===== config.mk =====
export PLATFORM = sky130hd
export DESIGN_NAME = perf_counters
export DESIGN_NICKNAME = d
export VERILOG_FILES = /design/src/lc3b_pkg.sv /design/src/perf_counters.sv
export SDC_FILE = /design/constraint.sdc
export NUM_CORES = 1
export LEC_CHECK = 0
export BUFFER_PORTS_ARGS = -buffer_cell sky130_fd_sc_hd__buf_4
export CAP_MARGIN = 15
export CORE_MARGIN = 2
export CORE_UTILIZATION = 39
export DETAILED_ROUTE_END_ITERATION = 7
export SKIP_CTS_REPAIR_TIMING = 1
export SLEW_MARGIN = 20
export SYNTH_ARGS = -nofsm -noshare
export SYNTH_HDL_FRONTEND = slang
export SYNTH_SLANG_ARGS = --single-unit

===== constraint.sdc =====
create_clock -name clk -period 1.7 [get_ports clk]
set_input_delay 0.34 -clock clk [delete_from_list [all_inputs] [get_ports clk]]
set_output_delay 0.34 -clock clk [all_outputs]
set_load 0.02 [all_outputs]

===== src/lc3b_pkg.sv =====
package lc3b_pkg;

    typedef logic [15:0] lc3b_word;
    typedef logic [2:0]  lc3b_cc;                 // n, z, p.
    typedef logic [1:0]  lc3b_cc_mux_sel;
    typedef logic [1:0]  lc3b_regfile_mux_sel;
    typedef logic [1:0]  lc3b_addr_mux_sel;

    ////////////////////////////////////////////////////////////////////////////
    // mux select codes
    ////////////////////////////////////////////////////////////////////////////

    localparam lc3b_cc_mux_sel cc_from_pcn = 2'd0;
    localparam lc3b_cc_mux_sel cc_from_alu = 2'd1;
    localparam lc3b_cc_mux_sel cc_from_mdr = 2'd2;
    localparam lc3b_cc_mux_sel cc_from_sr2 = 2'd3;

    localparam lc3b_regfile_mux_sel rf_from_pc  = 2'd0;
    localparam lc3b_regfile_mux_sel rf_from_pcn = 2'd1;
    localparam lc3b_regfile_mux_sel rf_from_alu = 2'd3;    // 2 left open.

    localparam lc3b_addr_mux_sel addr_from_trap = 2'd0;
    localparam lc3b_addr_mux_sel addr_from_alu  = 2'd1;
    localparam lc3b_addr_mux_sel addr_from_mdr  = 2'd2;

    ////////////////////////////////////////////////////////////////////////////
    // memory stage control word
    ////////////////////////////////////////////////////////////////////////////

    typedef struct packed {
        lc3b_cc_mux_sel      cc_mux_sel;
        logic                cc_load;
        logic                br_en_load;
        logic                mem_access;              // low for non-memory ops.
        logic                mem_write;
        logic                word_align;              // low selects a byte.
        logic                indirect;                // ldi and sti.
        logic                trap;
        lc3b_regfile_mux_sel regfile_mux_sel;
    } lc3b_ctrl_word;

    ////////////////////////////////////////////////////////////////////////////
    // performance counter indices
    ////////////////////////////////////////////////////////////////////////////

    localparam int ctr_loads    = 0;
    localparam int ctr_stores   = 1;
    localparam int ctr_taken    = 2;
    localparam int ctr_stall    = 3;
    localparam int num_counters = 4;

endpackage


===== src/perf_counters.sv =====
`timescale 1ns/1ps

module perf_counters #(
    parameter lc3b_pkg::lc3b_word counter_base = 16'hff00
) (
    input  logic               clk,
    input  logic               rst,
    input  lc3b_pkg::lc3b_word addr,
    input  lc3b_pkg::lc3b_word wdata,
    input  logic               mem_access,
    input  logic               mem_write,
    input  logic               access_done,
    input  logic               taken,
    input  logic               stall_cycle,
    output logic               cancel,
    output lc3b_pkg::lc3b_word ctr_data
);
    import lc3b_pkg::*;

    localparam int idx_w = $clog2(num_counters);

    lc3b_word         counters [num_counters];
    lc3b_word         offset;
    logic [idx_w-1:0] idx;
    logic             in_window;
    logic             load_done;
    logic             store_done;
    logic             ctr_clear;

    assign in_window = addr >= counter_base;
    assign cancel    = mem_access && in_window;
    assign offset    = addr - counter_base;
    assign idx       = offset[idx_w:1];         // one counter per word.
    assign ctr_data  = counters[idx];

    // window accesses are not counted themselves.
    assign load_done  = access_done && !cancel && !mem_write;
    assign store_done = access_done && !cancel && mem_write;

    // any store into the window clears, whatever wdata holds.
    assign ctr_clear = access_done && cancel && mem_write;

    always_ff @(posedge clk) begin
        if (rst) begin
            for (int i = 0; i < num_counters; i++) begin
                counters[i] <= '0;
            end
        end else begin
            if (load_done) begin
                counters[ctr_loads] <= counters[ctr_loads] + 1'b1;
            end
            if (store_done) begin
                counters[ctr_stores] <= counters[ctr_stores] + 1'b1;
            end
            if (taken) begin
                counters[ctr_taken] <= counters[ctr_taken] + 1'b1;
            end
            if (stall_cycle) begin
                counters[ctr_stall] <= counters[ctr_stall] + 1'b1;
            end
            if (ctr_clear) begin
                counters[idx] <= '0;            // clear wins over a count.
            end
        end
    end

endmodule


# == Word level (Yosys, flattened, before mapping) ==
# Memory sizes are Yosys's and may differ from the RTL's.
# Index checks and enable logic that the tools add are counted.
# totals
ram_bits,64
inputBits,39
register_bits,0
elab_cells,52
mem_count,1
output_inout_bits,17
# op_classes
n_lt_le_gt_ge,1
n_mux,24
n_bitwise,10
n_reduce_logical,9
eq_ne,2
n_addsub,5
# memory_table
memory,depth,word_bits,rd,rd_ports_with_merged_regs,wr,line_no,source
counters,4,16,5,0,4,perf_counters.sv:22,lc3b_word counters [num_counters];
# ops
cell,count
$mux W16,5
$add A16 B1 Y16 const B,4
$mux W1,18
$ge A16 B16 Y1 const B,1
$reduce_or A16 Y1,1
$logic_and A1 B1 Y1,6
$and A1 B1 Y1,4
$eq A2 B2 Y1 const A,2
$or A1 B1 Y1,4
$sub A3 B1 Y3 const B,1
$logic_not A1 Y1,2
$mux W2,1
$not A1 Y1,2

# == Depth between registers and ports, before layout ==
# Gate-level depths: netlist of run 1.
# logic_depth
word_depth,10
mapped_depth,6
depth_no_buf,5

# == Worst setup path before layout of run 1 ==
# No wires, ideal clock.
# synth_timing
path_type,input -> output
start,in addr[1]
end,out ctr_data[10]
path_buffers,2
t_arrival_ps,1493
path_slack_ps,-133
required_time_ps,1360
path_stages,3
path_cell_list,buf_2 buf_2 mux4_2
# synth_via
elab_chain_len,2
# synth_lines
element,line_no,source
start: declaration,perf_counters.sv:8,"input lc3b_pkg::lc3b_word addr,"
$sub A3 B1 Y3,perf_counters.sv:32,assign offset = addr - counter_base;
$mem_v2 Z4 W16,n/a,
end: declaration,perf_counters.sv:16,output lc3b_pkg::lc3b_word ctr_data
# No other way between the ends.

==> impl_metrics.csv, run 1 <==
group,metric,value,unit
run_status,run_status,"finished with violations",
run_status,failed_checks,"negative setup slack",
drt,finalWirelength,8996,um
cells_and_area,largest_register_ffs,64,
pwr,clockPowerShare,40.0,%
floorplanning,die_width,97.85,um
synthesis,fraction_of_the_yosys_area_taken_by_sequential_cells,37.30,%
cts,cts_tree,"yes",
drt,routedWlPerCell,16.48,um
drt,drt_iter0_drcs,168,
cts,clk_root_buffer_cell,"clkbuf_8",
drt,drc_errors,0,
timing,worst_slew_margin_rel,68.64,%
pwr,power.sequential.fraction,51.4,%
drt,drt_pre_antenna_iters,5,
cts,total_clock_buffers_created_by_cts,9,
drt,route.vias.total,3082,
worst_setup_path,worstPathMaxFanout,4,
worst_setup_path,worst_endpoint_required_time,1360,ps
cells_and_area,final_net_count,477,
pwr,power_per_cell_area,664.1,mW/mm2
cts,total_number_of_h_tree_levels,3,
pwr,comb_power_share,8.6,%
cells_and_area,drive_gt1_share,37.44,%
grt,number_of_antenna_violations_at_the_first_check_in_global_routing,0,
worst_hold_path,min_path_type,"in2reg",
cells_and_area,number_of_standard_cells_in_the_final_layout_excluding_fillers,546,
cells_and_area,final-seq-area,0.001368,mm2
worst_setup_path,timing_worst_setup_path_type,"reg2out",
floorplanning,fp.dieArea,0.009574,mm2
timing,shortest_clock_period_the_worst_path_allows_after_layout,1754,ps
floorplanning,placement_rows,34,
cells_and_area,finished_core_util,51.52,%
cts,cts.sinks,64,
grt,grt_pass1_vias,2783,
timing,fmax,0.5700,GHz
cells_and_area,fill_cells,810,
timing,period_share,103.2,%
worst_setup_path,wp_data_arrival,1410,ps
placed_design,place_inst,521,
cells_and_area,multi_input_comb_area,0.002046,mm2
cts,path_clk_slew,70,ps
cells_and_area,reg_top3,"counters x64",
synthesis,ys.flop_type,"dfxtp_1",
timing,hold_viol,0,
floorplanning,initial_utilization,39.77,%
timing,finalMaxSlewViolations,0,
cts,cts-root-to-sink-buffers,2,
grt,grt_overflow_total,0,
timing,fin_worst_skew,7.699,ps
pwr,power.switching,726.4,uW
floorplanning,top_level_ports,56,
synthesis,synth.yosys.warnings,0,
floorplanning,fp.dieH,97.85,um
synthesis,synth.cell_area,0.003435,mm2
cells_and_area,synthToLayoutAreaGrowth,29.54,%
grt,grtUsageTotal,18.62,%
timing,postLayoutSetupSlackWorst,-54.26,ps
pwr,internal-power,2.228,mW
placed_design,area_post_placement,0.004029,mm2
timing,setup_total_negative_slack,-175.4,ps
cells_and_area,register_ranked_first_by_flip_flop_count,"counters",
placed_design,place.port_buffers,33,
timing,worstMarginPinSlew,466.4,ps
timing,finalSetupViolations,5,
cells_and_area,antenna_cells_inserted,0,
flow_run,cap_viol_max_count,0,
drt,via_per_inst,5.645,
synthesis,postSynthCellCount,365,
worst_setup_path,critical_path.endpoint_type,"primary output",
pwr,power.static_leakage,1.629,nW
synthesis,avgSynthCellArea,9.410,um2
floorplanning,coreArea,0.008636,mm2
grt,grt_max_degree,22,
synthesis,async_flop_share,0,%
timing,rsz0062_at_grt,"true",
pwr,max-vdd-ir-drop,0.3527,mV
synthesis,net_count_after_synthesis,408,
placed_design,hpwlAfterDp,6446,um
pwr,switching_share,24.58,%
worst_setup_path,critPathLaunchType,"flop",
drt,antenna_violating_nets_post_route,0,
synthesis,yosys.cell_types.count,43,
cells_and_area,layout.cell_area.non_filler,0.004449,mm2
grt,grt_pass1_wl,14100,um
worst_setup_path,regToRegSetupSlack,60,ps
synthesis,number_of_synthesized_register_bits,64,
placed_design,finalWeightedCongestion,0.8405,
cts,clock_latency_on_the_worst_skew_pair,340,ps
synthesis,synth_edf_count,0,
-- cell usage in the layout (no fill, tap or decap), types with 4 or more instances in the layout --
cell      count
o21ai_1       4
buf_6        22
or3_1        16
o21ai_0      14
mux2i_1       4
and4_1        4
nand2_1      25
mux4_2       16
and3_1       12
dfxtp_1      19
a21oi_1      30
buf_4        45
xor2_1       16
nand4_1      14
buf_12        6
dfxtp_2      33
dfxtp_4      12
nor2_1       35
nand3_1      15
nor3_1        4
inv_1         6
o31ai_1      15
or4_1        13
clkbuf_8     11
xnor2_1      12
-- power by group through the flow --
stage / sequential (mW) / combinational [mW] / clock (mW)
2_1_floorplan: 1.56 / 0.131 / 0
3_3_place_gp: 1.57 / 0.234 / 0
3_5_place_dp: 1.57 / 0.238 / 0
4_1_cts: 1.53 / 0.239 / 1.22
5_1_grt: 1.52 / 0.274 / 1.29
6_report: 1.52 / 0.255 / 1.18
-- layout make-up --
type | instances | share of cell area [%]
multi-input combinational | 280 | 45.98
timing repair buffer | 73 | 15.86
sequential | 64 | 30.74
inverter | 6 | 0.5062
clock buffer | 12 | 3.487
clock inverter | 3 | 0.3937
tap | 108 | 3.037
-- worst max-delay path: stages (launching register included) --
cell and delay (ps):
dfxtp_4 350, buf_6 120, mux4_2 460, buf_6 150
-- cells by family (layout without fill, tap and decap cells) --
group           Yosys count  count (layout)  synth area share [%]
buf+inv                  21              94                 3.388
simple gates            155             155                 25.97
fa+ha+maj                 4               4                 1.457
compound gates           73              73                 12.97
mux                      20              20                 11.77
flops                    64              64                 37.30
xor+xnor                 28              28                 7.140
-- routing by layer --
metal  up-vias  routed length (um)  GRT usage (%)
met5         -                   0              0
met4         0                 115          4.808
met3        10                 388          5.225
met2        65                4254          29.66
met1      1475                4238          25.03
li1       1532                   -              -
-- final timing paths --
kind                                                    from  cells past startpoint                      endpoint
worst max register to register   counters[1][0]$_SDFFE_PP0P_                      6  counters[1][10]$_SDFFE_PP0P_
worst min register to register  counters[0][15]$_SDFFE_PP0P_                      2  counters[0][15]$_SDFFE_PP0P_
worst min-delay path                             stall_cycle                      3   counters[3][0]$_SDFFE_PP0P_
worst max-delay path             counters[1][0]$_SDFFE_PP0P_                      3                   ctr_data[0]
-- synthesized netlist by cell type (6+ instances only) --
cell | n | area share, %
nand2_1 | 25 | 2.7
inv_1 | 6 | 0.66
or3_1 | 16 | 2.9
or4_1 | 13 | 2.8
xor2_1 | 16 | 4.1
o31ai_1 | 16 | 3.5
mux4_2 | 15 | 9.8
nand3_1 | 15 | 2.2
dfxtp_1 | 64 | 37
nand4_1 | 14 | 2.5
a21oi_1 | 30 | 4.4
buf_2 | 10 | 1.5
o21ai_0 | 14 | 2.0
xnor2_1 | 12 | 3.1
nor2_1 | 35 | 3.8
and3_1 | 13 | 2.4
-- stage by stage --
stage          setup slack, ps  total power [mW]  hold slack (ps)
6_report                -54.26             2.955            298.6
3_3_place_gp             3.427             1.801            471.8
5_1_grt                 -95.04             3.086            301.6
4_1_cts                 -123.6             2.994            291.6
3_5_place_dp             1.504             1.807            485.4
2_1_floorplan            12.68             1.696            448.9
Note: power is estimated with default switching activity, not from simulation.
==> run 2, diff against run 1 <==
==> constraint.sdc (replaced) <==
create_clock -name clk -period 1.7 [get_ports clk]
set_input_delay 0.085 -clock clk [delete_from_list [all_inputs] [get_ports clk]]
set_output_delay 0.085 -clock clk [all_outputs]
set_load 0.02 [all_outputs]
==> run 2 against run 1 <==
  * The flow now finishes without violations
  * Sequential cell count stayed put
  * Via count shrank 1.6%
  * Combinational power is 14% lower
  * Clock skew fell by 1.3 ps
  * Worst hold slack got worse by 270 ps
  * Final cell count decreased by 1.1%
  * Maximum frequency increased by 8.8%
  * Sequential power is essentially flat
  * First-iteration DRC count shrank 15%
==> impl_metrics.csv, run 2 (same netlist as run 1, synthesis figures left out) <==
group,metric,value,unit
floorplanning,top_level_ports,56,
pwr,power.switching,696.0,uW
cells_and_area,largest_register_ffs,64,
grt,grt_pass1_vias,2928,
cts,clock_latency_on_the_worst_skew_pair,340,ps
drt,via_per_inst,5.619,
pwr,comb_power_share,7.5,%
worst_setup_path,max_stage_delay,500,ps
timing,hold_viol,0,
worst_setup_path,wp_data_arrival,1890,ps
placed_design,hpwlAfterDp,6578,um
cells_and_area,final_net_count,471,
cells_and_area,layout.cells.most_common,"buf_4",
grt,number_of_antenna_violations_at_the_first_check_in_global_routing,0,
cts,total_clock_buffers_created_by_cts,9,
drt,route.vias.total,3034,
cells_and_area,register_ranked_first_by_flip_flop_count,"counters",
pwr,max-vdd-ir-drop,0.3158,mV
worst_setup_path,critPathLaunchType,"flop",
floorplanning,coreArea,0.008636,mm2
worst_setup_path,worstPathMaxFanout,6,
flow_run,cap_viol_max_count,0,
floorplanning,die_width,97.85,um
timing,worst_slew_margin_rel,69.73,%
worst_setup_path,timing_worst_setup_path_type,"reg2reg",
drt,drt_pre_antenna_iters,4,
worst_setup_path,slowest_stage,"or4_1",
cells_and_area,finished_core_util,48.51,%
timing,rsz0062_at_grt,"false",
timing,hold_ws,26.33,ps
worst_hold_path,min_path_type,"in2reg",
drt,antenna_violating_nets_post_route,0,
grt,grt_max_degree,21,
cells_and_area,mostFrequentLayoutCells,"67 x buf_4, 63 x dfxtp_1, 35 x nor2_1",
run_status,run_status,"finished, final reports clean",
drt,drc_errors,0,
floorplanning,placement_rows,34,
timing,finalMaxSlewViolations,0,
pwr,clockPowerShare,40.0,%
timing,finalSetupViolations,0,
cts,cts.sinks,64,
timing,setup_total_negative_slack,0,ps
floorplanning,fp.dieH,97.85,um
cells_and_area,drive_gt1_share,26.39,%
timing,postLayoutSetupSlackWorst,88.23,ps
grt,grtUsageTotal,19.62,%
placed_design,dpl_worst_slack,-94.79,ps
cts,cts_tree,"yes",
pwr,power.sequential.fraction,52.5,%
timing,period_share,94.81,%
pwr,switching_share,23.86,%
timing,worstMarginPinSlew,450.3,ps
grt,grt_overflow_total,0,
cts,total_number_of_h_tree_levels,3,
drt,finalWirelength,8988,um
cts,cts-root-to-sink-buffers,2,
worst_setup_path,crit_chain,"and4_4 -> nand4_2 -> or4_1 -> a21oi_1",
timing,fmax,0.6204,GHz
drt,drt_iter0_drcs,143,
cells_and_area,reg_top3,"counters x64",
grt,grt_pass1_wl,14900,um
floorplanning,initial_utilization,39.77,%
pwr,power_per_cell_area,696.3,mW/mm2
pwr,power.static_leakage,1.544,nW
cells_and_area,synthToLayoutAreaGrowth,21.97,%
cts,path_clk_slew,70,ps
pwr,internal-power,2.221,mW
cts,clk_root_buffer_cell,"clkbuf_8",
timing,shortest_clock_period_the_worst_path_allows_after_layout,1612,ps
placed_design,place.port_buffers,33,
drt,routedWlPerCell,16.64,um
worst_setup_path,worst_endpoint_required_time,1970,ps
floorplanning,fp.dieArea,0.009574,mm2
worst_setup_path,critical_path.endpoint_type,"flop",
timing,fin_worst_skew,6.407,ps
placed_design,finalWeightedCongestion,0.8438,
cells_and_area,antenna_cells_inserted,0,
## run 2: final timing paths
| path | start | endpoint | slack [ps] | depth (start not counted) |
|---|---|---|---|---|
| setup reg to reg | counters[0][3]$_SDFFE_PP0P_ | counters[0][15]$_SDFFE_PP0P_ | 90 | 4 |
| hold reg to reg | counters[0][15]$_SDFFE_PP0P_ | counters[0][15]$_SDFFE_PP0P_ | 480 | 2 |
| hold / removal | stall_cycle | counters[3][0]$_SDFFE_PP0P_ | 30 | 3 |
| setup / recovery | counters[0][3]$_SDFFE_PP0P_ | counters[0][15]$_SDFFE_PP0P_ | 90 | 4 |
## run 2: stage by stage
step	area (um2)	std cells	total power, mW
6_report	4189	540	2.917
3_3_place_gp	3969	523	1.780
4_1_cts	4135	538	2.946
3_5_place_dp	3969	523	1.785
2_1_floorplan	3435	365	1.694
5_1_grt	4189	540	3.043
## run 2: per-layer routing
metal	GRT usage (%)	routed length (um)	vias to the layer above	share of wire, %
met3	3.221	281	14	3.1
li1	-	-	1516	-
met4	6.944	163	0	1.8
met5	0	0	-	0
met2	32.03	4358	53	48
met1	26.37	4186	1451	47
## run 2: worst max-delay path, delay by kind of cell, from the launching register on
family | cells | cell delay (ps)
AOI/OAI and AO/OA | 1 | 140
and+or+nand+nor | 3 | 980
DFF | 1 | 420
## run 2: power groups by stage
stage          sequential (mW)  combinational, mW  clock, mW
2_1_floorplan             1.56              0.130          0
5_1_grt                   1.53              0.241       1.27
3_3_place_gp              1.56              0.216          0
6_report                  1.53              0.219       1.17
4_1_cts                   1.53              0.221       1.19
3_5_place_dp              1.57              0.220          0
## run 2: cell type report
cell class,count,area [um2]
fillers,818,4447
clock buffers,15,166.4
well taps,108,135.1
repair buffers,67,503.0
inverters,6,22.52
flip-flops and latches,64,1282
multi-input cells,280,2079
==> run 3, diff against run 2 <==
ABC_AREA = 1   (was not set)
==> run 3 against run 2 <==
  * First-iteration DRC count grew 41%
  * Setup slack gained 34 ps
  * Largest cell class unchanged
  * Wire length grew 12%
  * Highest routed layer unchanged
  * Combinational power grew 15%
==> impl_metrics.csv, run 3 <==
group,metric,value,unit
run_status,run_status,"finished, final reports clean",
pwr,max-vdd-ir-drop,0.3331,mV
drt,finalWirelength,10100,um
cells_and_area,antenna_cells_inserted,0,
timing,worst_slew_margin_rel,64.02,%
drt,drt_pre_antenna_iters,5,
worst_setup_path,wp_data_arrival,1490,ps
worst_setup_path,regToRegSetupSlack,190,ps
cts,path_clk_slew,80,ps
cts,total_clock_buffers_created_by_cts,9,
synthesis,yosys.cell_count.top_type,"nand2_1",
cells_and_area,mostFrequentLayoutCells,"153 x nand2_1, 108 x nor2_1, 85 x inv_1",
synthesis,synth_top_area_cell,"dfxtp_1",
cells_and_area,layout.cells.most_common,"nand2_1",
cells_and_area,synthToLayoutAreaGrowth,14.89,%
synthesis,net_count_after_synthesis,646,
cts,clock_latency_on_the_worst_skew_pair,340,ps
synthesis,synth_top_area_share,33.36,%
grt,number_of_antenna_violations_at_the_first_check_in_global_routing,0,
drt,antenna_violating_nets_post_route,0,
floorplanning,fp.dieH,103.2,um
worst_hold_path,min_path_type,"in2reg",
cells_and_area,final_net_count,687,
grt,grt_max_degree,20,
cts,clk_root_buffer_cell,"clkbuf_8",
synthesis,postSynthCellCount,603,
cells_and_area,largest_register_ffs,64,
grt,grtUsageTotal,20.51,%
timing,postLayoutSetupSlackWorst,121.9,ps
grt,grt_pass1_wl,16710,um
synthesis,number_of_synthesized_register_bits,64,
pwr,power.static_leakage,1.781,nW
synthesis,async_flop_share,0,%
worst_hold_path,hold_start,"stall_cycle",
cts,total_number_of_h_tree_levels,3,
floorplanning,top_level_ports,56,
timing,period_share,92.83,%
worst_hold_path,min_path_cells,3,
placed_design,hpwlAfterDp,7969,um
synthesis,synth.cell_area,0.003841,mm2
worst_setup_path,worst_endpoint_required_time,1620,ps
drt,route.vias.total,3810,
synthesis,ys.flop_type,"dfxtp_1",
cells_and_area,register_ranked_first_by_flip_flop_count,"counters",
worst_setup_path,rr_endpoint,"counters[1][10]$_SDFFE_PP0P_",
cells_and_area,finished_core_util,45.57,%
synthesis,synth_top_cells_by_count,"153 x nand2_1, 108 x nor2_1, 85 x inv_1, 64 x dfxtp_1, 40 x nand3_1",
worst_setup_path,timing_worst_setup_path_type,"reg2out",
floorplanning,fp.dieArea,0.01066,mm2
timing,setup_total_negative_slack,0,ps
drt,drc_errors,0,
cts,cts-root-to-sink-buffers,2,
worst_setup_path,critical_path.endpoint_type,"primary output",
grt,grt_overflow_total,0,
synthesis,synth_edf_count,0,
timing,fmax,0.6337,GHz
cts,cts.sinks,64,
placed_design,finalWeightedCongestion,0.9330,
worst_setup_path,critPathLaunchType,"flop",
drt,drt_iter0_drcs,202,
timing,rsz0062_at_grt,"false",
timing,fin_worst_skew,7.921,ps
synthesis,fraction_of_the_yosys_area_taken_by_sequential_cells,33.36,%
flow_run,cap_viol_max_count,0,
floorplanning,coreArea,0.009684,mm2
placed_design,dpl_worst_slack,223.0,ps
placed_design,place.port_buffers,33,
timing,shortest_clock_period_the_worst_path_allows_after_layout,1578,ps
worst_setup_path,worst-r2r-cell-count,8,
drt,routedWlPerCell,12.91,um
floorplanning,placement_rows,36,
pwr,power_per_cell_area,701.1,mW/mm2
worst_hold_path,hold_end,"counters[3][0]$_SDFFE_PP0P_",
worst_setup_path,worstPathMaxFanout,5,
cts,cts_tree,"yes",
synthesis,avgSynthCellArea,6.370,um2
floorplanning,die_width,103.2,um
worst_setup_path,worst_r2r_startpoint,"counters[1][0]$_SDFFE_PP0P_",
drt,via_per_inst,4.872,
cells_and_area,reg_top3,"counters x64",
synthesis,yosys.cell_types.count,32,
synthesis,synth_area_leaders,"dfxtp_1 33%, nand2_1 15%, nor2_1 11%",
synthesis,synth.yosys.warnings,0,
timing,finalSetupViolations,0,
timing,hold_viol,0,
grt,grt_pass1_vias,3570,
timing,hold_ws,27.10,ps
timing,finalMaxSlewViolations,0,
cells_and_area,drive_gt1_share,12.94,%
timing,worstMarginPinSlew,539.1,ps
floorplanning,initial_utilization,39.66,%
pwr,fin_total_pwr,3.094,mW
run 3: power by group:
part / switching [mW] / internal [mW]
logic: 0.159 / 0.0933
clock network: 0.611 / 0.670
registers: 0.0341 / 1.53
run 3: through the flow:
| step | std cells | area [um2] |
|---|---|---|
| floorplan | 603 | 3841 |
| global placement | 766 | 4225 |
| detailed placement | 766 | 4225 |
| CTS | 782 | 4413 |
| global route | 782 | 4413 |
| finish | 782 | 4413 |
run 3: cell families (layout without fill, tap and decap cells):
group	Yosys count	in the layout	synth area share, %
compound gates	66	66	11.17
xor+xnor	11	11	2.508
fa+ha+maj	4	4	1.303
buf+inv	102	148	11.14
flops	64	64	33.36
simple gates	356	356	40.52
run 3: final cells by class:
| cell class | count | area (um2) |
|---|---|---|
| fillers | 1010 | 5271 |
| well taps | 133 | 166.4 |
| inverters | 92 | 345.3 |
| clock buffers | 10 | 127.6 |
| flip-flops and latches | 64 | 1281 |
| multi-input cells | 437 | 2132 |
| repair buffers | 40 | 300.3 |
| clock inverters | 6 | 60.06 |
run 3: worst max-delay path, stage by stage, from the launching register on:
cell      delay, ps
dfxtp_1         360
a22oi_1         390
o221ai_1        200
buf_4           200
run 3: metal layers:
| layer | GRT usage (%) | up-vias | wire length [um] |
|---|---|---|---|
| met3 | 3.696 | 9 | 445 |
| met1 | 26.60 | 1704 | 4806 |
| met2 | 35.11 | 92 | 4723 |
| li1 | - | 2005 | - |
| met5 | 0 | - | 0 |
| met4 | 5.668 | 0 | 121 |
run 3: worst max-delay path by stage:
stage | start | end | slack (ps) | cells past startpoint
detailed placement | counters[1][0]$_SDFFE_PP0P_ | counters[1][10]$_SDFFE_PP0P_ | 220 | 8
CTS | counters[0][10]$_SDFFE_PP0P_ | ctr_data[10] | 200 | 3
global placement | counters[1][0]$_SDFFE_PP0P_ | counters[1][10]$_SDFFE_PP0P_ | 250 | 8
global route | counters[1][0]$_SDFFE_PP0P_ | counters[1][10]$_SDFFE_PP0P_ | 40 | 8
floorplan | counters[1][0]$_SDFFE_PP0P_ | counters[1][10]$_SDFFE_PP0P_ | 420 | 8
finish | counters[0][10]$_SDFFE_PP0P_ | ctr_data[10] | 120 | 3
