### src/lc3b_pkg.sv
package lc3b_pkg;

    typedef logic [15:0] lc3b_word;
    typedef logic [2:0]  lc3b_cc;                 // n, z, p.
    typedef logic [1:0]  lc3b_cc_mux_sel;
    typedef logic [1:0]  lc3b_regfile_mux_sel;
    typedef logic [1:0]  lc3b_addr_mux_sel;

    ////////////////////////////////////////////////////////////////////////////
    // mux select codes
    ////////////////////////////////////////////////////////////////////////////

    localparam lc3b_cc_mux_sel cc_from_pcn = 2'd0;
    localparam lc3b_cc_mux_sel cc_from_alu = 2'd1;
    localparam lc3b_cc_mux_sel cc_from_mdr = 2'd2;
    localparam lc3b_cc_mux_sel cc_from_sr2 = 2'd3;

    localparam lc3b_regfile_mux_sel rf_from_pc  = 2'd0;
    localparam lc3b_regfile_mux_sel rf_from_pcn = 2'd1;
    localparam lc3b_regfile_mux_sel rf_from_alu = 2'd3;    // 2 left open.

    localparam lc3b_addr_mux_sel addr_from_trap = 2'd0;
    localparam lc3b_addr_mux_sel addr_from_alu  = 2'd1;
    localparam lc3b_addr_mux_sel addr_from_mdr  = 2'd2;

    ////////////////////////////////////////////////////////////////////////////
    // memory stage control word
    ////////////////////////////////////////////////////////////////////////////

    typedef struct packed {
        lc3b_cc_mux_sel      cc_mux_sel;
        logic                cc_load;
        logic                br_en_load;
        logic                mem_access;              // low for non-memory ops.
        logic                mem_write;
        logic                word_align;              // low selects a byte.
        logic                indirect;                // ldi and sti.
        logic                trap;
        lc3b_regfile_mux_sel regfile_mux_sel;
    } lc3b_ctrl_word;

    ////////////////////////////////////////////////////////////////////////////
    // performance counter indices
    ////////////////////////////////////////////////////////////////////////////

    localparam int ctr_loads    = 0;
    localparam int ctr_stores   = 1;
    localparam int ctr_taken    = 2;
    localparam int ctr_stall    = 3;
    localparam int num_counters = 4;

endpackage

### src/mem_access_ctrl.sv
`timescale 1ns/1ps

module mem_access_ctrl (
    input  logic                       clk,
    input  logic                       rst,
    input  logic                       stall,
    input  lc3b_pkg::lc3b_ctrl_word    ctrl,
    input  logic                       ack,
    input  logic                       cancel,
    output lc3b_pkg::lc3b_addr_mux_sel addr_sel,
    output logic                       mem_we,
    output logic                       mdr_load,
    output logic                       request_stall,
    output logic                       access_done
);
    import lc3b_pkg::*;

    typedef enum logic [1:0] {
        st_idle,
        st_pointer,
        st_final
    } state_t;

    state_t state;
    state_t state_next;
    state_t phase;
    logic   phase_done;
    logic   advance;

    // a new access starts its first phase straight from idle.
    always_comb begin
        if (state == st_idle) begin
            phase = ctrl.indirect ? st_pointer : st_final;
        end else begin
            phase = state;
        end
    end

    assign phase_done = ctrl.mem_access && (ack || cancel);
    assign advance    = phase_done && !stall;   // repeat if the pipe is held.

    always_comb begin
        addr_sel = addr_from_alu;
        mem_we   = 1'b0;
        mdr_load = 1'b0;
        case (phase)
            st_pointer: begin
                mdr_load = phase_done;          // pointer into internal mdr.
            end
            st_final: begin
                mem_we = ctrl.mem_write;
                if (ctrl.indirect) begin
                    addr_sel = addr_from_mdr;
                end else if (ctrl.trap) begin
                    addr_sel = addr_from_trap;
                end
            end
            default: ;
        endcase
    end

    assign request_stall = ctrl.mem_access && !(phase == st_final && ack);
    assign access_done   = advance && phase == st_final;

    always_comb begin
        if (!ctrl.mem_access) begin
            state_next = st_idle;
        end else if (advance) begin
            state_next = (phase == st_pointer) ? st_final : st_idle;
        end else begin
            state_next = phase;
        end
    end

    always_ff @(posedge clk) begin
        if (rst) begin
            state <= st_idle;
        end else begin
            state <= state_next;
        end
    end

endmodule

### src/stage_mem.sv
`timescale 1ns/1ps

module stage_mem (
    input  logic                    clk,
    input  logic                    rst,
    input  logic                    stall,
    input  lc3b_pkg::lc3b_ctrl_word ctrl,
    input  lc3b_pkg::lc3b_word      alu,
    input  lc3b_pkg::lc3b_word      ir,
    input  lc3b_pkg::lc3b_word      pc,
    input  lc3b_pkg::lc3b_word      pcn,
    input  lc3b_pkg::lc3b_word      sr2,
    input  logic                    wb_ack,
    input  logic [127:0]            wb_dat_s,
    input  logic                    cancel,
    input  lc3b_pkg::lc3b_word      ctr_data,
    output logic                    br_en,
    output lc3b_pkg::lc3b_word      mdr,
    output lc3b_pkg::lc3b_word      regfile_data,
    output logic                    mem_stall_req,
    output logic                    wb_cyc,
    output logic                    wb_stb,
    output logic                    wb_we,
    output logic [11:0]             wb_adr,
    output logic [15:0]             wb_sel,
    output logic [127:0]            wb_dat_m,
    output lc3b_pkg::lc3b_word      mem_addr,
    output logic                    access_done,
    output logic                    taken
);
    import lc3b_pkg::*;

    lc3b_addr_mux_sel addr_sel;
    logic             mem_we;
    logic             mdr_load;
    logic             request_stall;
    lc3b_word         trapvect8;
    lc3b_word         internal_mdr;
    logic [2:0]       word_lane;
    logic [3:0]       byte_lane;
    lc3b_word         cc_src;
    lc3b_cc           cc_next;
    lc3b_cc           cc;
    logic             br_en_next;

    mem_access_ctrl u_ctrl (
        .clk           (clk),
        .rst           (rst),
        .stall         (stall),
        .ctrl          (ctrl),
        .ack           (wb_ack),
        .cancel        (cancel),
        .addr_sel      (addr_sel),
        .mem_we        (mem_we),
        .mdr_load      (mdr_load),
        .request_stall (request_stall),
        .access_done   (access_done)
    );

    ////////////////////////////////////////////////////////////////////////////
    // address and bus lanes
    ////////////////////////////////////////////////////////////////////////////

    assign trapvect8 = {7'b0, ir[7:0], 1'b0};

    always_comb begin
        case (addr_sel)
            addr_from_trap: mem_addr = trapvect8;
            addr_from_mdr:  mem_addr = internal_mdr;
            default:        mem_addr = alu;
        endcase
    end

    assign word_lane = mem_addr[3:1];
    assign byte_lane = mem_addr[3:0];           // odd address is the high lane.

    assign wb_cyc = ctrl.mem_access && !cancel;
    assign wb_stb = ctrl.mem_access && !cancel;
    assign wb_we  = mem_we;
    assign wb_adr = mem_addr[15:4];

    always_comb begin
        wb_sel   = '0;
        wb_dat_m = '0;
        if (ctrl.word_align) begin
            wb_sel[word_lane*2 +: 2]     = 2'b11;
            wb_dat_m[word_lane*16 +: 16] = sr2;
        end else begin
            wb_sel[byte_lane]           = 1'b1;
            wb_dat_m[byte_lane*8 +: 8]  = sr2[7:0];
        end
    end

    always_comb begin
        if (cancel) begin
            mdr = ctr_data;                     // counter window read.
        end else if (ctrl.word_align) begin
            mdr = wb_dat_s[word_lane*16 +: 16];
        end else begin
            mdr = {8'h00, wb_dat_s[byte_lane*8 +: 8]};
        end
    end

    always_ff @(posedge clk) begin
        if (mdr_load && !stall) begin
            internal_mdr <= mdr;
        end
    end

    ////////////////////////////////////////////////////////////////////////////
    // condition codes and branch enable
    ////////////////////////////////////////////////////////////////////////////

    always_comb begin
        case (ctrl.cc_mux_sel)
            cc_from_pcn: cc_src = pcn;
            cc_from_alu: cc_src = alu;
            cc_from_mdr: cc_src = mdr;
            cc_from_sr2: cc_src = sr2;
        endcase
    end

    assign cc_next    = {cc_src[15], cc_src == '0, !cc_src[15] && cc_src != '0};
    assign br_en_next = |(cc & ir[11:9]);       // uses cc before this edge.

    always_ff @(posedge clk) begin
        if (rst) begin
            cc    <= '0;
            br_en <= 1'b0;
        end else if (!stall) begin
            if (ctrl.cc_load) begin
                cc <= cc_next;
            end
            if (ctrl.br_en_load) begin
                br_en <= br_en_next;
            end
        end
    end

    assign taken = ctrl.br_en_load && !stall && br_en_next;

    ////////////////////////////////////////////////////////////////////////////
    // forwarding and stall
    ////////////////////////////////////////////////////////////////////////////

    always_comb begin
        case (ctrl.regfile_mux_sel)
            rf_from_pc:  regfile_data = pc;
            rf_from_pcn: regfile_data = pcn;
            rf_from_alu: regfile_data = alu;
            default:     regfile_data = '0;
        endcase
    end

    assign mem_stall_req = request_stall && !cancel;

endmodule

### config.mk
export PLATFORM = sky130hd
export DESIGN_NAME = stage_mem
export DESIGN_NICKNAME = d
export VERILOG_FILES = /design/src/lc3b_pkg.sv /design/src/mem_access_ctrl.sv /design/src/stage_mem.sv
export SDC_FILE = /design/constraint.sdc
export NUM_CORES = 1
export LEC_CHECK = 0
export BUFFER_PORTS_ARGS = -buffer_cell sky130_fd_sc_hd__clkbuf_2
export CAP_MARGIN = 15
export CELL_PAD_IN_SITES_DETAIL_PLACEMENT = 0
export CELL_PAD_IN_SITES_GLOBAL_PLACEMENT = 1
export CORE_AREA = 2 2 176 178
export CTS_BUF_LIST = sky130_fd_sc_hd__clkbuf_4 sky130_fd_sc_hd__clkbuf_8
export DETAILED_ROUTE_END_ITERATION = 7
export DIE_AREA = 0 0 178 180
export PLACE_DENSITY = 0.69
export SYNTH_ARGS = -nofsm -noshare
export SYNTH_HDL_FRONTEND = slang
export SYNTH_SLANG_ARGS = --single-unit
### constraint.sdc
create_clock -name clk -period 4.8 [get_ports clk]
set_input_delay 0.72 -clock clk [delete_from_list [all_inputs] [get_ports clk]]
set_output_delay 0.72 -clock clk [all_outputs]
set_load 0.005 [all_outputs]
; ---- Word-level counts from Yosys, hierarchy flattened
; Cells that the tools add are included.
; Widths: inputs -> output; s select.
[totals]
wordCells = 76
regBits = 22
output_inout_bits = 211
in_bits = 240
[op_classes]
n_addsub = 3
eq_ne = 8
reduce_logical = 27
muxes = 18
bitwise = 6
magnitude_cmp = 2
shift = 8
[ops]
columns = op, count
row1 = $and 128x128->128, 2
row2 = $mux 128, 1
row3 = $shift 16x34->128 const A, 1
row4 = $shift 8x34->128 const A, 1
row5 = $shiftx 128x8->16, 1
row6 = $shiftx 128x8->8, 1
row7 = $shiftx 16x34->128, 1
row8 = $shiftx 8x34->128, 1
row9 = $neg 7->34, 2
row10 = $pmux 16 s4, 1
row11 = $mux 16, 3
row12 = $pmux 16 s3, 1
row13 = $neg 4->34, 1
row14 = $shift 2x34->16 const A, 1
row15 = $shiftx 2x34->16 const A, 1
row16 = $pmux 16 s2, 1
row17 = $and 16x16->16, 1
row18 = $logic_not 16->1, 1
row19 = $reduce_bool 16->1, 1
row20 = $logic_and 1x1->1, 12
row21 = $mux 2, 6
row22 = $eq 2x2->1 const B, 5
row23 = $logic_not 2->1, 4
row24 = $eq 2x1->1 const B, 3
row25 = other kinds (11), 19

; ---- Longest topological paths before layout
; Gate-level depths: netlist of run 1.
[logic_depth]
word_depth = 12
ltp_mapped = 16
depth_no_buf = 11

; ---- By module
; A second synthesis of run 1 with hierarchy kept.
[hier_totals]
cells_unflattened = 755
area_unflattened_um2 = 5452.7
[modules_own_cells]
columns = module, instances, seq_area_each_um2, cells_each, area_per_inst_um2
row1 = stage_mem, 1, 560.5, 738, 5308.8
row2 = mem_access_ctrl, 1, 40.0, 17, 143.9

; ---- Worst setup path after synthesis of run 1
; OpenSTA, ideal clock, no wires.
[synth_timing]
path_kind = input-to-output
start = input port ctrl[3] (netlist name)
end = output port wb_dat_m[100]
slack_ns = 0.895
t_arrival_ns = 3.185
stages = 12
path_buffers = 3
cell_sequence = buf_6 mux2i_4 o21a_1 or2_1 buf_2 inv_2 clkbuf_1 ha_1 nand2b_1 nor2_1 a41o_1 and3_1
[synth_between]
elab_chain_len = 10
word_cells_on_any_way = 17
cone_classes = 2 x add/sub / 2 x eq/ne / 4 x shift / 6 x mux / 2 x bitwise / 1 x reduce/logical
[synth_lines]
columns = item, line_no
row1 = "start, declared", stage_mem.sv:7  ; input lc3b_pkg::lc3b_ctrl_word ctrl,
row2 = $mux 2, mem_access_ctrl.sv:33  ; phase = ctrl.indirect ? st_pointer : st_final;
row3 = $mux 2, mem_access_ctrl.sv:32  ; if (state == st_idle) begin
row4 = $eq 2x2->1, mem_access_ctrl.sv:46  ; case (phase)
row5 = $mux 2 *, mem_access_ctrl.sv:46
row6 = $eq 2x2->1 / $logic_not 2->1 (equally long branches), stage_mem.sv:67  ; case (addr_sel)
row7 = $pmux 16 s2 *, stage_mem.sv:67
row8 = "$neg 7->34, on equally long branches", "stage_mem.sv:87, stage_mem.sv:90"
row9 = $shiftx 16x34->128 (tied with other cells), stage_mem.sv:87  ; wb_dat_m[word_lane*16 +: 16] = sr2;
row10 = $and 128x128->128 (no source line), -
row11 = $mux 128 *, stage_mem.sv:85  ; if (ctrl.word_align) begin
row12 = "end, declared", stage_mem.sv:26  ; output logic [127:0] wb_dat_m,
; Mark *: on every way between the ends. The rest lies on a longest branch, timed or not.

; ---- Worst setup path in the final report of run 1
[layout_timing]
start = input port ctrl[3] (netlist name)
end = output port mdr[0]
[layout_between]
elab_chain_len = 9
word_cells_on_any_way = 12
cone_classes = 2 x eq/ne / 2 x shift / 7 x mux / 1 x reduce/logical
[layout_lines]
columns = item, line_no
row1 = $mux 2, mem_access_ctrl.sv:33
row2 = $mux 2, mem_access_ctrl.sv:32
row3 = $eq 2x2->1, mem_access_ctrl.sv:46
row4 = $mux 2 *, mem_access_ctrl.sv:46
row5 = $eq 2x2->1 / $logic_not 2->1 (equally long branches), stage_mem.sv:67
row6 = $pmux 16 s2 *, stage_mem.sv:67
row7 = $shiftx 128x8->8 / $shiftx 128x8->16 (equally long branches), "stage_mem.sv:100, stage_mem.sv:98"
row8 = $mux 16 *, stage_mem.sv:97  ; end else if (ctrl.word_align) begin
row9 = $mux 16 *, stage_mem.sv:95  ; if (cancel) begin
row10 = "end, declared", stage_mem.sv:18  ; output lc3b_pkg::lc3b_word mdr,
; Marked as above.

==> results of run 1 <==
==> routing by layer <==
layer  part of all wire (%)  vias to the layer above
li1                       -                     4167
met4                    2.3                        4
met5                  0.058                        -
met3                    8.1                       60
met1                     42                     4442
met2                     48                      542
==> metrics by stage <==
step	instance area, um2	hold WS, ps	util, %
2_1_floorplan	5980	446	-
3_3_place_gp	8690	474	28.8
3_5_place_dp	8690	484	28.8
4_1_cts	8760	497	29.0
5_1_grt	8770	531	29.0
6_report	8770	491	29.1
==> power breakdown <==
part / switching, uW / total (uW) / internal, uW
combinational: 641 / 1040 / 399
sequential: 6.27 / 222 / 216
clock: 68.3 / 180 / 112
total: 716 / 1440 / 726
==> logic make-up after synthesis <==
logic type | Yosys count
AND/OR/NAND/NOR | 351
AO/OA/AOI/OAI | 317
buffers and inverters | 131
multiplexers | 54
flip-flops | 22
adder cells (fa/ha/maj) | 2
==> worst max-delay path by stage <==
stage,slack [ps],start,depth (start not counted),end
finish,180,ctrl[3],13,mdr[0]
global route,50,ctrl[3],12,wb_dat_m[41]
CTS,280,ctrl[3],13,mdr[0]
detailed placement,280,ctrl[3],13,mdr[0]
global placement,290,ctrl[3],13,mdr[0]
floorplan,900,ctrl[3],12,wb_dat_m[100]
==> sequential cells by signal, indices dropped and copies added, names as in the netlist <==
register,cells
cc,3
br_en,1
internal_mdr,16
u_ctrl.state,2
==> worst register-to-register path: cells and delay by family, from the launching register on <==
kind / cells / cell delay, ps
simple gates: 4 / 1030
compound gates: 5 / 1480
flops: 1 / 610
buf+inv: 3 / 580
mux: 1 / 300
==> layout make-up <==
class	instances	share of cell area (%)
tap	396	5.65
timing repair buffer	500	30.5
antenna	4	0.114
clock buffer	3	0.471
sequential	22	6.85
multi-input combinational	724	54.9
clock inverter	1	0.342
inverter	27	1.18
==> cells in the mapped netlist, drive strengths merged (16+ instances only) <==
cell    count  area share, %
a22o       43            6.3
nand2     111            7.0
edfxtp     16            8.0
mux2i      43            7.4
and2       48            5.0
nand3      29            2.4
and3       44            4.7
a211oi     22            2.9
buf        52            5.0
o21ai      52            4.4
a21oi      46            3.9
a32o       28            4.7
nor2       63            4.3
clkbuf     52            3.3
inv        27            1.7
==> impl_metrics.toml, run 1 <==
[route]
initialDrtViolationCount = 855
routed_via_density = 5.49
drcViolationCount = 0
wl_per_cell_um = 24.7
routed_wl_um = 41400
ant_nets = 0
firstDrtPassIters = 5
vias = 9215

[worst_hold_path]
whs_path_depth = 2
hold_path_class = "reg -> reg"
hp-start = "cc[0]"
min_to = "cc[0]"

[global_route]
grt_usage_pct = 24.4
use_met1_pct = 31.3
grt_pass1_vias = 8679
grt_overflow_total = 0
grt_max_degree = 51
met3_usage_pct = 3.66
antenna_found_initial = 6
grt_pass1_wl_um = 58800
grt_busiest_layer = "met2"
met2_usage_pct = 42.3

[timing]
fin_crit_ps = 4620
finalCritPeriodShare_pct = 96.2
finClkSkew_ps = 8.28
max_clock_freq_mhz = 217
hold_viol = 0
worst_slack_ps = 183
fin_tns_setup_ps = 0
slew_headroom_pct = 45.6
setup_viol = 0
worst_pin_slew_ps = 813
rsz0062_at_grt = "no"
slew_violations = 0

[synthesis]
synth_simple_gate_area_share_pct = 29.7
synth.distinct_cells = 89
synth_ff_type = "edfxtp_1"
synth_area_um2 = 5980
synth_xor_area_share_pct = 0
avgSynthCellArea_um2 = 6.82
synth-seq-cells = 22
synth_nets = 1119
synth_edf_count = 16
muxShareOfSynthArea_pct = 9.47
postSynthCellCount = 877
synth_top_family_by_area = "compound AO/OA/AOI/OAI gates"
async_flop_share_pct = 0
synth_fa_ha_area_share_pct = 0.418
synth_compound_area_share_pct = 40.4
yosysWarnings = 0
yosysSeqAreaShare_pct = 10.0

[finish]
fin_nets = 1520
drive_above_1_share_pct = 42.7
regArea_um2 = 601
final_common_cell = "clkbuf_2"
multi_input_area_um2 = 4810
nFillCells = 3437
final_cell_mix = "445 x clkbuf_2, 111 x nand2_1, 60 x nor2_1"
syn2layout_area_growth_pct = 46.6
final_cell_count_no_fill = 1677

[cts]
numCtsBuffers = 3
cts.sink_count = 22
cts-htree-levels = 1
clk_pin_slew_ps = 80
cts_max_path_buffers = 2
cts_tree = "done"
holdBufCountCts = 0
post_cts_buffers = 0
clock-root-buffer = "clkbuf_8"
cts_resized = 0
clock_latency_ps = 270

[placement]
portBuffers = 445
place_ws_ps = 282
dp_cells = 1669
gp_congestion = 0.892
dp_hpwl_um = 33700

[floorplanning]
core_um2 = 30200
die_area_um2 = 32000
die_height_um = 180
initial_core_util_pct = 19.8
rows = 64
die_w_um = 178
pin_count = 451

[worst_setup_path]
r2r_start = "u_ctrl.state[1]"
reg2reg_slack_ps = 690
path_cells = "clkbuf_2 > and3_1 > o21ba_1 > nor2_8 > inv_4 > buf_4 > mux2i_1 > a211oi_1 > o221a_2 > a211oi_1 > buf_4 > inv_1 > clkbuf_2"
arrival_ps = 3900
cp-end-kind = "primary output"
cpMaxStageDelayCell = "o21ba_1"
cp-start-kind = "input port"
path_buf_inv = 6
reg2reg_depth = 13
worstReg2RegEnd = "cc[0]"
critical_path_class = "in -> out"
critPathMaxFanout = 17
required_ps = 4080
cpPeakStageDelay_ps = 610
crit_family = "compound AO/OA/AOI/OAI gates"

[power]
peakVddDrop_v = 0.0000921
powerDensity_nw_per_um2 = 164
total_power_uw = 1440
leakage_uw = 0.00445

[run_status]
status = "complete, no violations"

[flow_run]
drv_cap = 0
No activity file was read; power rests on OpenSTA's default activity.
==> run 2: changes to the inputs <==
--- a/config.mk
+++ b/config.mk
@@ -13,7 +13,8 @@
 export CTS_BUF_LIST = sky130_fd_sc_hd__clkbuf_4 sky130_fd_sc_hd__clkbuf_8
 export DETAILED_ROUTE_END_ITERATION = 7
 export DIE_AREA = 0 0 178 180
-export PLACE_DENSITY = 0.69
+export PLACE_DENSITY = 0.66
 export SYNTH_ARGS = -nofsm -noshare
 export SYNTH_HDL_FRONTEND = slang
+export SYNTH_HIERARCHICAL = 1
 export SYNTH_SLANG_ARGS = --single-unit
==> run 2 against run 1 <==
  * Sequential power about the same
  * Combinational power about the same
  * Routed wire length decreased by 15%
  * Cell area decreased by 4.8%
  * Non-clock buffer count decreased by 2
  * Critical endpoint is now wb_dat_m[90]
  * Largest power group unchanged
==> impl_metrics.toml, run 2 <==
[worst_setup_path]
cp-end-kind = "primary output"
critical_path_class = "in -> out"
critPathMaxFanout = 14
reg2reg_depth = 16
cp-start-kind = "input port"
reg2reg_slack_ps = 760
r2r_start = "u_ctrl/state[1]"
worstReg2RegEnd = "cc[0]"
required_ps = 4080
arrival_ps = 3820

[finish]
reg_top3 = "internal_mdr x16, cc x3, u_ctrl/state x2"
antenna_cells = 0
largest_reg_flops = 16
syn2layout_area_growth_pct = 53.1
final_cell_mix = "445 x clkbuf_2, 102 x nand2_1, 68 x a32o_1"
fin_nets = 1408
registers.top_by_ff_count = "internal_mdr"
drive_above_1_share_pct = 46.9
final_cell_count_no_fill = 1561
final_common_cell = "clkbuf_2"
fin_util_pct = 27.7
nFillCells = 3435

[cts]
clock-root-buffer = "clkbuf_8"
clock_latency_ps = 280
holdBufCountCts = 0
cts_max_path_buffers = 2
cts.sink_count = 22
numCtsBuffers = 3
post_cts_buffers = 0
cts-htree-levels = 1
cts_tree = "done"
clk_pin_slew_ps = 80

[synthesis]
synth.distinct_cells = 70
yosysSeqAreaShare_pct = 11.0
yosys.area.top_type = "a32o_1"
synth_simple_gate_area_share_pct = 27.8
avgSynthCellArea_um2 = 7.22
synth_top_family_by_area = "compound AO/OA/AOI/OAI gates"
postSynthCellCount = 755
synth_xor_area_share_pct = 0.161
synth_area_um2 = 5450
synth_nets = 997
synth_area_leaders = "a32o_1 12%, mux2i_1 12%, edfxtp_1 8.8%, nand2_1 7.0%, and2_1 6.8%"
synth_common_cells = "102 x nand2_1, 68 x a32o_1, 65 x mux2i_1, 59 x and2_1, 59 x clkbuf_1"
yosysWarnings = 6
synth_top_cell_area_share_pct = 12.5
synth_fa_ha_area_share_pct = 0.459
synth_most_common_cell = "nand2_1"
synth_ff_type = "edfxtp_1"
synth-seq-cells = 22
muxShareOfSynthArea_pct = 18.9
synth_edf_count = 16
synth_compound_area_share_pct = 33.0
async_flop_share_pct = 0

[route]
vias = 8075
routed_via_density = 5.17
firstDrtPassIters = 5
drcViolationCount = 0
routed_wl_um = 35200
initialDrtViolationCount = 538
ant_nets = 0
wl_per_cell_um = 22.5

[placement]
place_ws_ps = -58.2
dp_hpwl_um = 28800
portBuffers = 445
gp_congestion = 0.827
dp_cells = 1557

[floorplanning]
die_area_um2 = 32000
rows = 64
initial_core_util_pct = 18.1
die_w_um = 178
pin_count = 451
die_height_um = 180
core_um2 = 30200

[power]
power_frac_seq_pct = 15.4
peakVddDrop_v = 0.0000825
switching_share_pct = 47.7
power_frac_comb_pct = 72.0
internal_power_uw = 744
p_clk_share_pct = 12.6
leakage_uw = 0.00418
switchingPower_uw = 679
powerDensity_nw_per_um2 = 170

[worst_hold_path]
whs_path_depth = 2
hp-start = "br_en"
hold_path_class = "reg -> reg"
min_to = "br_en"

[timing]
max_clock_freq_mhz = 220
worst_slack_ps = 261
worst_pin_slew_ps = 1040
slew_headroom_pct = 29.6
finalCritPeriodShare_pct = 94.6
fin_crit_ps = 4540
rsz0062_at_grt = "yes"
setup_viol = 0
slew_violations = 0
holdWs_ps = 504
hold_viol = 0
fin_tns_setup_ps = 0
finClkSkew_ps = 2.03

[global_route]
grt_pass1_wl_um = 50300
grt_overflow_total = 0
grt_max_degree = 66
grt_usage_pct = 20.8
grt_pass1_vias = 7803
antenna_found_initial = 1

[flow_run]
drv_cap = 0

[run_status]
status = "complete, no violations"
==> run 2: cell types whose count changed after synthesis, moves of 11 or more <==
cell / previous run / this run
a211oi_1: 20 / 5
a22o_1: 43 / 4
and2_1: 47 / 59
nand3_1: 29 / 18
a32o_1: 28 / 68
nor2_1: 61 / 44
mux2i_1: 42 / 65
buf_2: 24 / 1
a21oi_1: 45 / 25
and3_1: 43 / 20
==> run 2: power by group through the flow <==
stage          sequential [uW]  combinational, uW  clock (uW)
5_1_grt                    220               1120         192
3_3_place_gp               224               1020           0
3_5_place_dp               224               1020           0
2_1_floorplan              223                529           0
4_1_cts                    220               1030         183
6_report                   219               1020         179
==> run 2: logic make-up after synthesis <==
logic type	Yosys count
muxes	88
xor gates and xnor gates	1
AOI/OAI and AO/OA	231
DFF	22
adders and majority gates	2
and+or+nand+nor	302
buffers and inverters	109
==> run 2: cell type report <==
| cell class | count | area [um2] | share of cell area, % |
|---|---|---|---|
| clock inverters | 1 | 30.0 | 0.360 |
| repair buffers | 498 | 2680 | 32.0 |
| flip-flops and latches | 22 | 601 | 7.19 |
| multi-input cells | 624 | 4440 | 53.1 |
| inverters | 17 | 70.1 | 0.839 |
| clock buffers | 3 | 41.3 | 0.495 |
| well taps | 396 | 495 | 5.94 |
==> run 2: metal layers <==
metal | up-vias | track usage (%) | wire length, um
li1 | 3713 | - | -
met1 | 3907 | 27.0 | 15000
met2 | 425 | 37.4 | 17300
met3 | 30 | 1.99 | 2340
met4 | 0 | 3.02 | 438
met5 | - | 0 | 0
==> run 2: worst max path at each step <==
stage / start / endpoint / slack, ps / depth (start not counted)
finish: ctrl[3] / wb_dat_m[90] / 260 / 13
global route: ctrl[3] / wb_dat_m[83] / -9 / 14
CTS: ctrl[3] / wb_dat_m[0] / 40 / 14
detailed placement: ctrl[3] / wb_dat_m[93] / -60 / 13
global placement: ctrl[3] / wb_dat_m[89] / -20 / 13
floorplan: ctrl[3] / wb_dat_m[104] / -20 / 14
==> run 2: timing repair <==
action,4_1_cts,5_1_grt
endpoints found under the setup margin,8,91
endpoints found under the hold margin,0,0
resized for setup,1,6
gates cloned,0,0
==> run 2: per-stage QoR <==
stage	power, uW	area (um2)
2_1_floorplan	752	5470
3_3_place_gp	1240	8260
3_5_place_dp	1250	8260
4_1_cts	1430	8330
5_1_grt	1530	8350
6_report	1420	8350
==> run 2: critical path: stages <==
cell and delay [ps]:
clkbuf_2 140, a21oi_2 160, and2_2 270, mux2i_1 210
o21a_1 270, buf_4 270, nand2_1 220, inv_1 100
ha_1 250, nand2b_1 310, nor2_1 550, a32o_1 210
clkbuf_2 110
